`src/rv_pkg.sv`:
```
`default_nettype none

package rv_pkg;

	// data, address and instruction word
	typedef logic [31:0] word_t;
	typedef logic [4:0] reg_addr_t;

	typedef enum logic [3:0] {
		alu_add,
		alu_sub,
		alu_sll,
		alu_slt,
		alu_sltu,
		alu_xor,
		alu_srl,
		alu_sra,
		alu_or,
		alu_and,
		alu_pass_b
	} alu_op_e;

	typedef enum logic [3:0] {
		br_none,
		br_eq,
		br_ne,
		br_lt,
		br_ge,
		br_ltu,
		br_geu,
		br_jal,
		br_jalr
	} br_op_e;

	// major opcodes of rv32i
	localparam logic [6:0] op_lui = 7'b0110111;
	localparam logic [6:0] op_auipc = 7'b0010111;
	localparam logic [6:0] op_jal = 7'b1101111;
	localparam logic [6:0] op_jalr = 7'b1100111;
	localparam logic [6:0] op_branch = 7'b1100011;
	localparam logic [6:0] op_load = 7'b0000011;
	localparam logic [6:0] op_store = 7'b0100011;
	localparam logic [6:0] op_imm = 7'b0010011;
	localparam logic [6:0] op_reg = 7'b0110011;
	localparam logic [6:0] op_system = 7'b1110011;

endpackage

`default_nettype wire

```
`src/rv_core_top.sv`:
```
`default_nettype none

module rv_core_top import rv_pkg::*; #(
	parameter word_t RESET_PC = 32'h0
) (
	input wire logic clk,
	input wire logic reset_i,
	output word_t imem_addr_o,
	input wire word_t imem_data_i,
	output word_t dmem_addr_o,
	output word_t dmem_wdata_o,
	output logic dmem_wen_o,
	input wire word_t dmem_rdata_i,
	output word_t pc_o,
	output logic finish_o,
	output logic invalid_o
);

	// fetch and register file
	word_t if_inst;
	logic if_valid;
	logic retire, redirect, halt;
	word_t redirect_pc;
	reg_addr_t rf_raddr1, rf_raddr2, rf_waddr;
	word_t rf_rdata1, rf_rdata2, rf_wdata;
	logic rf_wen;

	// decode to execute
	logic id_valid, id_use_imm, id_load, id_store, id_wen, id_ebreak, id_invalid;
	word_t id_pc, id_op_a, id_op_b, id_imm;
	alu_op_e id_alu_op;
	br_op_e id_br_op;
	reg_addr_t id_rd;

	// execute to memory, memory to write-back
	logic ex_valid, ex_load, ex_store, ex_wen, ex_ebreak, ex_invalid;
	word_t ex_result, ex_store_data;
	reg_addr_t ex_rd;
	logic ls_valid, ls_wen, ls_ebreak, ls_invalid;
	word_t ls_wdata;
	reg_addr_t ls_rd;

	rv_ifu #(
		.RESET_PC(RESET_PC)
	) u_ifu (
		.clk(clk), .reset_i(reset_i),
		.imem_addr_o(imem_addr_o), .imem_data_i(imem_data_i),
		.retire_i(retire), .redirect_i(redirect), .redirect_pc_i(redirect_pc),
		.halt_i(halt), .pc_o(pc_o), .inst_o(if_inst), .if_valid_o(if_valid)
	);

	rv_regfile u_regfile (
		.clk(clk), .reset_i(reset_i),
		.raddr1_i(rf_raddr1), .raddr2_i(rf_raddr2),
		.rdata1_o(rf_rdata1), .rdata2_o(rf_rdata2),
		.wen_i(rf_wen), .waddr_i(rf_waddr), .wdata_i(rf_wdata)
	);

	rv_decoder u_decoder (
		.clk(clk), .reset_i(reset_i), .if_valid_i(if_valid),
		.inst_i(if_inst), .pc_i(pc_o), .rdata1_i(rf_rdata1), .rdata2_i(rf_rdata2),
		.raddr1_o(rf_raddr1), .raddr2_o(rf_raddr2), .id_valid_o(id_valid),
		.pc_o(id_pc), .op_a_o(id_op_a), .op_b_o(id_op_b), .imm_o(id_imm),
		.use_imm_o(id_use_imm), .alu_op_o(id_alu_op), .br_op_o(id_br_op),
		.load_o(id_load), .store_o(id_store), .wen_o(id_wen), .rd_o(id_rd),
		.ebreak_o(id_ebreak), .invalid_o(id_invalid)
	);

	rv_exu u_exu (
		.clk(clk), .reset_i(reset_i), .id_valid_i(id_valid),
		.pc_i(id_pc), .op_a_i(id_op_a), .op_b_i(id_op_b), .imm_i(id_imm),
		.use_imm_i(id_use_imm), .alu_op_i(id_alu_op), .br_op_i(id_br_op),
		.load_i(id_load), .store_i(id_store), .wen_i(id_wen), .rd_i(id_rd),
		.ebreak_i(id_ebreak), .invalid_i(id_invalid),
		.ex_valid_o(ex_valid), .result_o(ex_result), .store_data_o(ex_store_data),
		.load_o(ex_load), .store_o(ex_store), .wen_o(ex_wen), .rd_o(ex_rd),
		.ebreak_o(ex_ebreak), .invalid_o(ex_invalid),
		.redirect_o(redirect), .redirect_pc_o(redirect_pc)
	);

	rv_lsu u_lsu (
		.clk(clk), .reset_i(reset_i), .ex_valid_i(ex_valid),
		.result_i(ex_result), .store_data_i(ex_store_data),
		.load_i(ex_load), .store_i(ex_store), .wen_i(ex_wen), .rd_i(ex_rd),
		.ebreak_i(ex_ebreak), .invalid_i(ex_invalid),
		.dmem_addr_o(dmem_addr_o), .dmem_wdata_o(dmem_wdata_o),
		.dmem_wen_o(dmem_wen_o), .dmem_rdata_i(dmem_rdata_i),
		.ls_valid_o(ls_valid), .wdata_o(ls_wdata), .wen_o(ls_wen), .rd_o(ls_rd),
		.ebreak_o(ls_ebreak), .invalid_o(ls_invalid)
	);

	rv_wbu u_wbu (
		.clk(clk), .reset_i(reset_i), .ls_valid_i(ls_valid),
		.wdata_i(ls_wdata), .wen_i(ls_wen), .rd_i(ls_rd),
		.ebreak_i(ls_ebreak), .invalid_i(ls_invalid),
		.reg_wen_o(rf_wen), .reg_waddr_o(rf_waddr), .reg_wdata_o(rf_wdata),
		.retire_o(retire), .finish_o(finish_o), .invalid_o(invalid_o),
		.halt_o(halt)
	);

endmodule

`default_nettype wire

```
`src/rv_decoder.sv`:
```
`default_nettype none

module rv_decoder import rv_pkg::*; (
	input wire logic clk,
	input wire logic reset_i,
	input wire logic if_valid_i,
	input wire word_t inst_i,
	input wire word_t pc_i,
	input wire word_t rdata1_i,
	input wire word_t rdata2_i,
	output reg_addr_t raddr1_o,
	output reg_addr_t raddr2_o,
	output logic id_valid_o,
	output word_t pc_o,
	output word_t op_a_o,
	output word_t op_b_o,
	output word_t imm_o,
	output logic use_imm_o,
	output alu_op_e alu_op_o,
	output br_op_e br_op_o,
	output logic load_o,
	output logic store_o,
	output logic wen_o,
	output reg_addr_t rd_o,
	output logic ebreak_o,
	output logic invalid_o
);

	logic [6:0] opcode;
	logic [2:0] funct3;
	logic [6:0] funct7;
	word_t imm_i_ty, imm_s_ty, imm_b_ty, imm_u_ty, imm_j_ty;
	word_t imm;
	logic use_imm, sel_pc, load, store, wen, ebreak, invalid;
	alu_op_e alu_op;
	br_op_e br_op;

	// funct3 to alu op, alt picks sub or sra
	function automatic alu_op_e alu_from_f3(input logic [2:0] f3, input logic alt);
		case (f3)
			3'b000: return alt ? alu_sub : alu_add;
			3'b001: return alu_sll;
			3'b010: return alu_slt;
			3'b011: return alu_sltu;
			3'b100: return alu_xor;
			3'b101: return alt ? alu_sra : alu_srl;
			3'b110: return alu_or;
			default: return alu_and;
		endcase
	endfunction

	assign opcode = inst_i[6:0];
	assign funct3 = inst_i[14:12];
	assign funct7 = inst_i[31:25];
	assign raddr1_o = inst_i[19:15];
	assign raddr2_o = inst_i[24:20];

	assign imm_i_ty = {{20{inst_i[31]}}, inst_i[31:20]};
	assign imm_s_ty = {{20{inst_i[31]}}, inst_i[31:25], inst_i[11:7]};
	assign imm_b_ty = {{19{inst_i[31]}}, inst_i[31], inst_i[7], inst_i[30:25],
		inst_i[11:8], 1'b0};
	assign imm_u_ty = {inst_i[31:12], 12'b0};
	assign imm_j_ty = {{11{inst_i[31]}}, inst_i[31], inst_i[19:12], inst_i[20],
		inst_i[30:21], 1'b0};

	always_comb begin
		imm = imm_i_ty;
		use_imm = 1'b0;
		sel_pc = 1'b0;
		alu_op = alu_add;
		br_op = br_none;
		load = 1'b0;
		store = 1'b0;
		wen = 1'b0;
		ebreak = 1'b0;
		invalid = 1'b0;
		case (opcode)
			op_lui: begin
				imm = imm_u_ty;
				use_imm = 1'b1;
				alu_op = alu_pass_b;
				wen = 1'b1;
			end
			op_auipc: begin
				imm = imm_u_ty;
				use_imm = 1'b1;
				sel_pc = 1'b1;
				wen = 1'b1;
			end
			op_jal: begin
				imm = imm_j_ty;
				br_op = br_jal;
				wen = 1'b1;
			end
			op_jalr: begin
				br_op = br_jalr;
				wen = 1'b1;
				invalid = (funct3 != 3'b000);
			end
			op_branch: begin
				imm = imm_b_ty;
				case (funct3)
					3'b000: br_op = br_eq;
					3'b001: br_op = br_ne;
					3'b100: br_op = br_lt;
					3'b101: br_op = br_ge;
					3'b110: br_op = br_ltu;
					3'b111: br_op = br_geu;
					default: invalid = 1'b1;
				endcase
			end
			op_load: begin
				use_imm = 1'b1;
				load = 1'b1;
				wen = 1'b1;
				// word access only
				invalid = (funct3 != 3'b010);
			end
			op_store: begin
				imm = imm_s_ty;
				use_imm = 1'b1;
				store = 1'b1;
				invalid = (funct3 != 3'b010);
			end
			op_imm: begin
				use_imm = 1'b1;
				wen = 1'b1;
				alu_op = alu_from_f3(funct3, funct3 == 3'b101 && inst_i[30]);
				if (funct3 == 3'b001 && funct7 != 7'b0) begin
					invalid = 1'b1;
				end
				if (funct3 == 3'b101 && (funct7 & 7'b1011111) != 7'b0) begin
					invalid = 1'b1;
				end
			end
			op_reg: begin
				wen = 1'b1;
				alu_op = alu_from_f3(funct3, inst_i[30]);
				if ((funct7 & 7'b1011111) != 7'b0) begin
					invalid = 1'b1;
				end
				if (inst_i[30] && funct3 != 3'b000 && funct3 != 3'b101) begin
					invalid = 1'b1;
				end
			end
			op_system: begin
				ebreak = (inst_i == 32'h0010_0073);
				invalid = !ebreak;
			end
			default: invalid = 1'b1;
		endcase
		// bad encodings must not touch state
		if (invalid) begin
			wen = 1'b0;
			load = 1'b0;
			store = 1'b0;
		end
	end

	always_ff @(posedge clk) begin
		if (reset_i) begin
			id_valid_o <= 1'b0;
			br_op_o <= br_none;
			load_o <= 1'b0;
			store_o <= 1'b0;
			wen_o <= 1'b0;
			ebreak_o <= 1'b0;
			invalid_o <= 1'b0;
		end else begin
			id_valid_o <= if_valid_i;
			if (if_valid_i) begin
				br_op_o <= br_op;
				load_o <= load;
				store_o <= store;
				wen_o <= wen;
				ebreak_o <= ebreak;
				invalid_o <= invalid;
			end
		end
	end

	always_ff @(posedge clk) begin
		if (if_valid_i) begin
			pc_o <= pc_i;
			op_a_o <= sel_pc ? pc_i : rdata1_i;
			op_b_o <= rdata2_i;
			imm_o <= imm;
			use_imm_o <= use_imm;
			alu_op_o <= alu_op;
			rd_o <= inst_i[11:7];
		end
	end

endmodule

`default_nettype wire

```
`src/rv_exu.sv`:
```
`default_nettype none

module rv_exu import rv_pkg::*; (
	input wire logic clk,
	input wire logic reset_i,
	input wire logic id_valid_i,
	input wire word_t pc_i,
	input wire word_t op_a_i,
	input wire word_t op_b_i,
	input wire word_t imm_i,
	input wire logic use_imm_i,
	input wire alu_op_e alu_op_i,
	input wire br_op_e br_op_i,
	input wire logic load_i,
	input wire logic store_i,
	input wire logic wen_i,
	input wire reg_addr_t rd_i,
	input wire logic ebreak_i,
	input wire logic invalid_i,
	output logic ex_valid_o,
	output word_t result_o,
	output word_t store_data_o,
	output logic load_o,
	output logic store_o,
	output logic wen_o,
	output reg_addr_t rd_o,
	output logic ebreak_o,
	output logic invalid_o,
	output logic redirect_o,
	output word_t redirect_pc_o
);

	word_t alu_b, alu_res, target;
	logic [4:0] shamt;
	logic taken, is_jump;

	assign alu_b = use_imm_i ? imm_i : op_b_i;
	assign shamt = alu_b[4:0];
	assign is_jump = (br_op_i == br_jal) || (br_op_i == br_jalr);

	always_comb begin
		case (alu_op_i)
			alu_sub: alu_res = op_a_i - alu_b;
			alu_sll: alu_res = op_a_i << shamt;
			alu_slt: alu_res = {31'b0, $signed(op_a_i) < $signed(alu_b)};
			alu_sltu: alu_res = {31'b0, op_a_i < alu_b};
			alu_xor: alu_res = op_a_i ^ alu_b;
			alu_srl: alu_res = op_a_i >> shamt;
			alu_sra: alu_res = word_t'($signed(op_a_i) >>> shamt);
			alu_or: alu_res = op_a_i | alu_b;
			alu_and: alu_res = op_a_i & alu_b;
			alu_pass_b: alu_res = alu_b;
			default: alu_res = op_a_i + alu_b;
		endcase
	end

	// branches compare the two register operands
	always_comb begin
		case (br_op_i)
			br_eq: taken = (op_a_i == op_b_i);
			br_ne: taken = (op_a_i != op_b_i);
			br_lt: taken = $signed(op_a_i) < $signed(op_b_i);
			br_ge: taken = $signed(op_a_i) >= $signed(op_b_i);
			br_ltu: taken = op_a_i < op_b_i;
			br_geu: taken = op_a_i >= op_b_i;
			br_jal, br_jalr: taken = 1'b1;
			default: taken = 1'b0;
		endcase
	end

	// jalr target has bit 0 cleared
	assign target = (br_op_i == br_jalr) ? ((op_a_i + imm_i) & ~32'd1) : pc_i + imm_i;

	always_ff @(posedge clk) begin
		if (reset_i) begin
			ex_valid_o <= 1'b0;
			load_o <= 1'b0;
			store_o <= 1'b0;
			wen_o <= 1'b0;
			ebreak_o <= 1'b0;
			invalid_o <= 1'b0;
			redirect_o <= 1'b0;
		end else begin
			ex_valid_o <= id_valid_i;
			if (id_valid_i) begin
				load_o <= load_i;
				store_o <= store_i;
				wen_o <= wen_i;
				ebreak_o <= ebreak_i;
				invalid_o <= invalid_i;
				redirect_o <= taken;
			end
		end
	end

	always_ff @(posedge clk) begin
		if (id_valid_i) begin
			// link value for jumps
			result_o <= is_jump ? pc_i + 32'd4 : alu_res;
			store_data_o <= op_b_i;
			rd_o <= rd_i;
			redirect_pc_o <= target;
		end
	end

endmodule

`default_nettype wire

```
`src/rv_ifu.sv`:
```
`default_nettype none

module rv_ifu import rv_pkg::*; #(
	parameter word_t RESET_PC = 32'h0
) (
	input wire logic clk,
	input wire logic reset_i,
	output word_t imem_addr_o,
	input wire word_t imem_data_i,
	input wire logic retire_i,
	input wire logic redirect_i,
	input wire word_t redirect_pc_i,
	input wire logic halt_i,
	output word_t pc_o,
	output word_t inst_o,
	output logic if_valid_o
);

	typedef enum logic [1:0] {
		st_fetch,
		st_wait,
		st_halted
	} ifu_state_e;

	ifu_state_e state_q;
	word_t pc_q;
	word_t inst_q;

	always_ff @(posedge clk) begin
		if (reset_i) begin
			state_q <= st_fetch;
			pc_q <= RESET_PC;
			if_valid_o <= 1'b0;
		end else begin
			// strobe lasts one cycle
			if_valid_o <= 1'b0;
			case (state_q)
				st_fetch: begin
					if_valid_o <= 1'b1;
					state_q <= st_wait;
				end
				st_wait: begin
					if (retire_i) begin
						if (halt_i) begin
							// pc stays on the stopping instruction
							state_q <= st_halted;
						end else begin
							pc_q <= redirect_i ? redirect_pc_i : pc_q + 32'd4;
							state_q <= st_fetch;
						end
					end
				end
				default: state_q <= st_halted;
			endcase
		end
	end

	// instruction word held until the next fetch
	always_ff @(posedge clk) begin
		if (state_q == st_fetch) begin
			inst_q <= imem_data_i;
		end
	end

	assign imem_addr_o = pc_q;
	assign pc_o = pc_q;
	assign inst_o = inst_q;

endmodule

`default_nettype wire

```
`src/rv_lsu.sv`:
```
`default_nettype none

module rv_lsu import rv_pkg::*; (
	input wire logic clk,
	input wire logic reset_i,
	input wire logic ex_valid_i,
	input wire word_t result_i,
	input wire word_t store_data_i,
	input wire logic load_i,
	input wire logic store_i,
	input wire logic wen_i,
	input wire reg_addr_t rd_i,
	input wire logic ebreak_i,
	input wire logic invalid_i,
	output word_t dmem_addr_o,
	output word_t dmem_wdata_o,
	output logic dmem_wen_o,
	input wire word_t dmem_rdata_i,
	output logic ls_valid_o,
	output word_t wdata_o,
	output logic wen_o,
	output reg_addr_t rd_o,
	output logic ebreak_o,
	output logic invalid_o
);

	// address comes straight from the alu
	assign dmem_addr_o = result_i;
	assign dmem_wdata_o = store_data_i;
	assign dmem_wen_o = ex_valid_i & store_i;

	always_ff @(posedge clk) begin
		if (reset_i) begin
			ls_valid_o <= 1'b0;
			wen_o <= 1'b0;
			ebreak_o <= 1'b0;
			invalid_o <= 1'b0;
		end else begin
			ls_valid_o <= ex_valid_i;
			if (ex_valid_i) begin
				wen_o <= wen_i;
				ebreak_o <= ebreak_i;
				invalid_o <= invalid_i;
			end
		end
	end

	always_ff @(posedge clk) begin
		if (ex_valid_i) begin
			wdata_o <= load_i ? dmem_rdata_i : result_i;
			rd_o <= rd_i;
		end
	end

endmodule

`default_nettype wire

```
`src/rv_regfile.sv`:
```
`default_nettype none

module rv_regfile import rv_pkg::*; (
	input wire logic clk,
	input wire logic reset_i,
	input wire reg_addr_t raddr1_i,
	input wire reg_addr_t raddr2_i,
	output word_t rdata1_o,
	output word_t rdata2_o,
	input wire logic wen_i,
	input wire reg_addr_t waddr_i,
	input wire word_t wdata_i
);

	word_t regs_q [1:31];

	always_ff @(posedge clk) begin
		if (reset_i) begin
			for (int i = 1; i < 32; i++) begin
				regs_q[i] <= '0;
			end
		end else if (wen_i && waddr_i != 5'd0) begin
			regs_q[waddr_i] <= wdata_i;
		end
	end

	// x0 always reads zero
	assign rdata1_o = (raddr1_i == 5'd0) ? '0 : regs_q[raddr1_i];
	assign rdata2_o = (raddr2_i == 5'd0) ? '0 : regs_q[raddr2_i];

endmodule

`default_nettype wire

```
`src/rv_wbu.sv`:
```
`default_nettype none

module rv_wbu import rv_pkg::*; (
	input wire logic clk,
	input wire logic reset_i,
	input wire logic ls_valid_i,
	input wire word_t wdata_i,
	input wire logic wen_i,
	input wire reg_addr_t rd_i,
	input wire logic ebreak_i,
	input wire logic invalid_i,
	output logic reg_wen_o,
	output reg_addr_t reg_waddr_o,
	output word_t reg_wdata_o,
	output logic retire_o,
	output logic finish_o,
	output logic invalid_o,
	output logic halt_o
);

	always_ff @(posedge clk) begin
		if (reset_i) begin
			finish_o <= 1'b0;
			invalid_o <= 1'b0;
		end else if (ls_valid_i) begin
			// sticky until reset
			finish_o <= finish_o | ebreak_i;
			invalid_o <= invalid_o | invalid_i;
		end
	end

	assign reg_wen_o = ls_valid_i & wen_i;
	assign reg_waddr_o = rd_i;
	assign reg_wdata_o = wdata_i;
	assign retire_o = ls_valid_i;

	// also covers the retiring instruction so the pc freezes on it
	assign halt_o = finish_o | invalid_o | (ls_valid_i & (ebreak_i | invalid_i));

endmodule

`default_nettype wire
```
`config.mk`:
```
export PLATFORM = sky130hd
export DESIGN_NAME = rv_core_top
export DESIGN_NICKNAME = d
export VERILOG_FILES = /design/src/rv_pkg.sv /design/src/rv_core_top.sv /design/src/rv_decoder.sv /design/src/rv_exu.sv /design/src/rv_ifu.sv /design/src/rv_lsu.sv /design/src/rv_regfile.sv /design/src/rv_wbu.sv
export SDC_FILE = /design/constraint.sdc
export NUM_CORES = 2
export LEC_CHECK = 0
export ABC_CLOCK_PERIOD_IN_PS = 4660
export BUFFER_PORTS_ARGS = -buffer_cell sky130_fd_sc_hd__buf_2
export CAP_MARGIN = 20
export CORE_AREA = 3 3 390 392
export DETAILED_ROUTE_END_ITERATION = 6
export DIE_AREA = 0 0 393 395
export PLACE_DENSITY = 0.77
export RECOVER_POWER = 100
export SYNTH_ARGS = -nofsm -noshare
export SYNTH_HDL_FRONTEND = slang
export SYNTH_SLANG_ARGS = --single-unit
```
`constraint.sdc`:
```
create_clock -name clk -period 4.66 [get_ports clk]
set_clock_uncertainty 0.15 [all_clocks]
set_input_delay 0.699 -clock clk [delete_from_list [all_inputs] [get_ports clk]]
set_output_delay 0.699 -clock clk [all_outputs]
set_load 0.05 [all_outputs]
```
==> reports/metrics.yaml <==
floorplan:
  ioPinCount: 197
  start_util_pct: 54.8
  coreArea_um2: 149000
  dieWidth_um: 393
  rows: 142
  die_y_um: 395
  die-area_um2: 155000
finish:
  final_cell_area_um2: 91300
  nets: 6803
  area_growth_pct: 11.6
  final_cell_mix: "1,332 x edfxtp_1, 662 x mux4_2, 549 x and2_0"
  final_layout_size_suffix_gt1_share_pct: 20.5
  fillerInstances: 11300
  final_common_cell: "edfxtp_1"
power:
  power_mw: 32.6
  cellLeakagePower_nw: 33.0
  peakVddDrop_uv: 409
  p_per_area_nw_per_um2: 357
route:
  routedWlPerCell_um: 36.5
  final_antenna_net_count: 0
  finalWirelength_um: 315000
  dr.pass1.iters: 7
  drc: 6
  viasPerCell: 7.00
  initialDrtViolationCount: 8352
  vias: 60400
setup_path:
  cp-end-kind: "flop"
  reg2reg_depth: 13
  crit_required_ns: 4.93
  r2r-end: "u_exu.result_o[29]"
  cp_max_fo: 91
  cp-startpoint: "reset_i"
  cp.arrival_ns: 4.91
  path_class: "in2reg"
  r2r_slack_ns: 0.12
  rr_startpoint: "u_decoder.use_imm_o"
  cp-start-kind: "input pin"
synthesis:
  yosysWarnings: 0
  synthDistinctLibCells: 90
  async_flop_share_pct: 0
  synth.avg_cell_area_um2: 13.0
  yosysSeqAreaShare_pct: 50.4
  ys_ff_latch: 1395
  synth-main-ff-cell: "edfxtp_1"
  netlist_instances: 6304
  synth_edf_count: 1332
  synth_area_um2: 81800
timing:
  finalSetupViolCount: 0
  slew_headroom_pct: -140
  rsz0062_at_grt: "no"
  finalHoldViolCount: 0
  worst_slew_pin_slew_ns: 3.60
  fin_crit_ns: 4.63
  fmax_mhz: 216
  fin_crit_sh_pct: 99.5
  drv_slew: 1358
global_route:
  grt_pass1_wl_um: 441000
  grt_max_degree: 102
  gr-total-overflow: 0
  grt_usage_pct: 40.4
  antenna_found_initial: 22
  first_global_vias: 59400
status:
  outcome: "complete, but fails checks"
  violations: "DRC, capacitance limit, slew limit"
placed_design:
  placed_cell_area_um2: 86800
  place_congestion: 1.07
  dp.final_hpwl_um: 219000
  port_buffers: 196
hold_path:
  hold_class: "in2reg"
  min_path_cells: 2
  min_to: "u_lsu.wdata_o[4]"
  hp-start: "dmem_rdata_i[4]"
clock_network:
  root_buffer: "clkbuf_16"
  clkSlewWorstSetupHoldPaths_ns: 0.06
  htreeDepth: 4
  clk_latency_ns: 0.82
  cts_buffers: 151
  cts_tree: "built"
  cts.sinks: 1395
  clk_path_buf_depth: 3
job:
  max_cap_violations: 41
[routing by layer]
layer | GRT usage (%) | up-vias | wire [µm]
li1 | - | 24400 | -
met1 | 50.7 | 30100 | 106000
met2 | 62.2 | 4700 | 144000
met3 | 10.2 | 1111 | 38200
met4 | 27.4 | 10 | 26000
met5 | 0.533 | - | 165
[registers in the layout, indices dropped and copies added, names as in the netlist, 32 cells and up, named ones only]
signal,count
u_regfile.regs_q,1024
u_decoder.imm_o,32
u_decoder.op_a_o,32
u_decoder.op_b_o,32
u_decoder.pc_o,32
u_exu.redirect_pc_o,32
u_exu.result_o,32
u_exu.store_data_o,32
u_ifu.imem_addr_o,32
u_ifu.inst_o,32
u_lsu.wdata_o,32
[per-stage QoR]
stage	setup WS (ns)	hold WS, ns	utilization (%)	setup TNS [ns]	std cells
6_report	0.0253	0.0895	61.2	0	8618
5_1_grt	0.00359	0.0782	61.2	0	8605
4_1_cts	-0.00470	0.0484	61.6	-0.00470	8599
3_5_place_dp	-0.214	0.258	58.2	-0.316	8295
3_3_place_gp	-0.120	0.251	58.1	-0.183	8294
2_1_floorplan	-0.0650	0.250	-	-0.0650	6335
[power by group]
| part | leakage (nW) | switching, mW | internal [mW] |
|---|---|---|---|
| logic | 16.7 | 3.62 | 2.29 |
| clock network | 2.32 | 5.29 | 6.57 |
| registers | 14.0 | 0.592 | 14.3 |
| total | 33.0 | 9.50 | 23.1 |
[final cells by class]
type	instances	area (µm²)	area share, %
inverter	195	732	0.801
sequential	1395	41300	45.2
multi-input combinational	4189	38000	41.6
clock buffer	189	3980	4.36
tap	1944	2430	2.66
timing repair buffer	608	4050	4.43
clock inverter	84	813	0.891
antenna	14	35.0	0.0384
[worst max-delay path by stage]
stage,endpoint,slack [ns],depth (start not counted)
3_3_place_gp,u_exu.result_o[30],-0.12,20
3_5_place_dp,u_exu.result_o[30],-0.21,20
6_report,u_regfile.regs_q[21][14],0.03,4
2_1_floorplan,u_exu.result_o[29],-0.06,17
4_1_cts,u_exu.result_o[30],-0.005,20
5_1_grt,u_exu.result_o[27],0.004,16
[cells by family after synthesis]
logic type | synth area share, %
adder cells (fa/ha/maj) | 3.05
multiplexers | 20.8
AO/OA/AOI/OAI | 7.63
buffers and inverters | 3.65
AND/OR/NAND/NOR | 13.4
XOR/XNOR | 1.01
flip-flops | 50.4
other | 0.00458
[cell usage after synthesis, types with 45 or more instances]
cell      instances  area [µm²]
edfxtp_1       1332       40000
and2_1         1020        6380
mux4_2          662       14900
clkbuf_1        413        1550
nor2_1          334        1250
nand2_1         319        1200
a21oi_1         268        1340
o21ai_0         230        1150
ha_1            193        2410
inv_1           193         724
mux2i_1         152        1520
buf_1            86         323
nor3_1           77         385
nand3_1          70         350
a21o_1           68         510
dfxtp_1          63        1260
a221oi_1         49         429
xnor2_1          49         429
mux2_2           47         529
xor2_1           45         394
[worst max-delay path, cell delays in order]
cell	delay, ns
clkbuf_1	0.48
clkbuf_2	1.54
or2_0	1.30
buf_2	0.84
[repair_timing]
action | 4_1_cts | 5_1_grt
endpoints found under the hold margin | 34 | 0
hold buffers | 31 | 0
endpoints found under the setup margin | 4 | 9
setup buffers | 0 | 3
gates resized for setup | 4 | 16
pin swaps | 0 | 4
(Power assumes the default switching activity.)
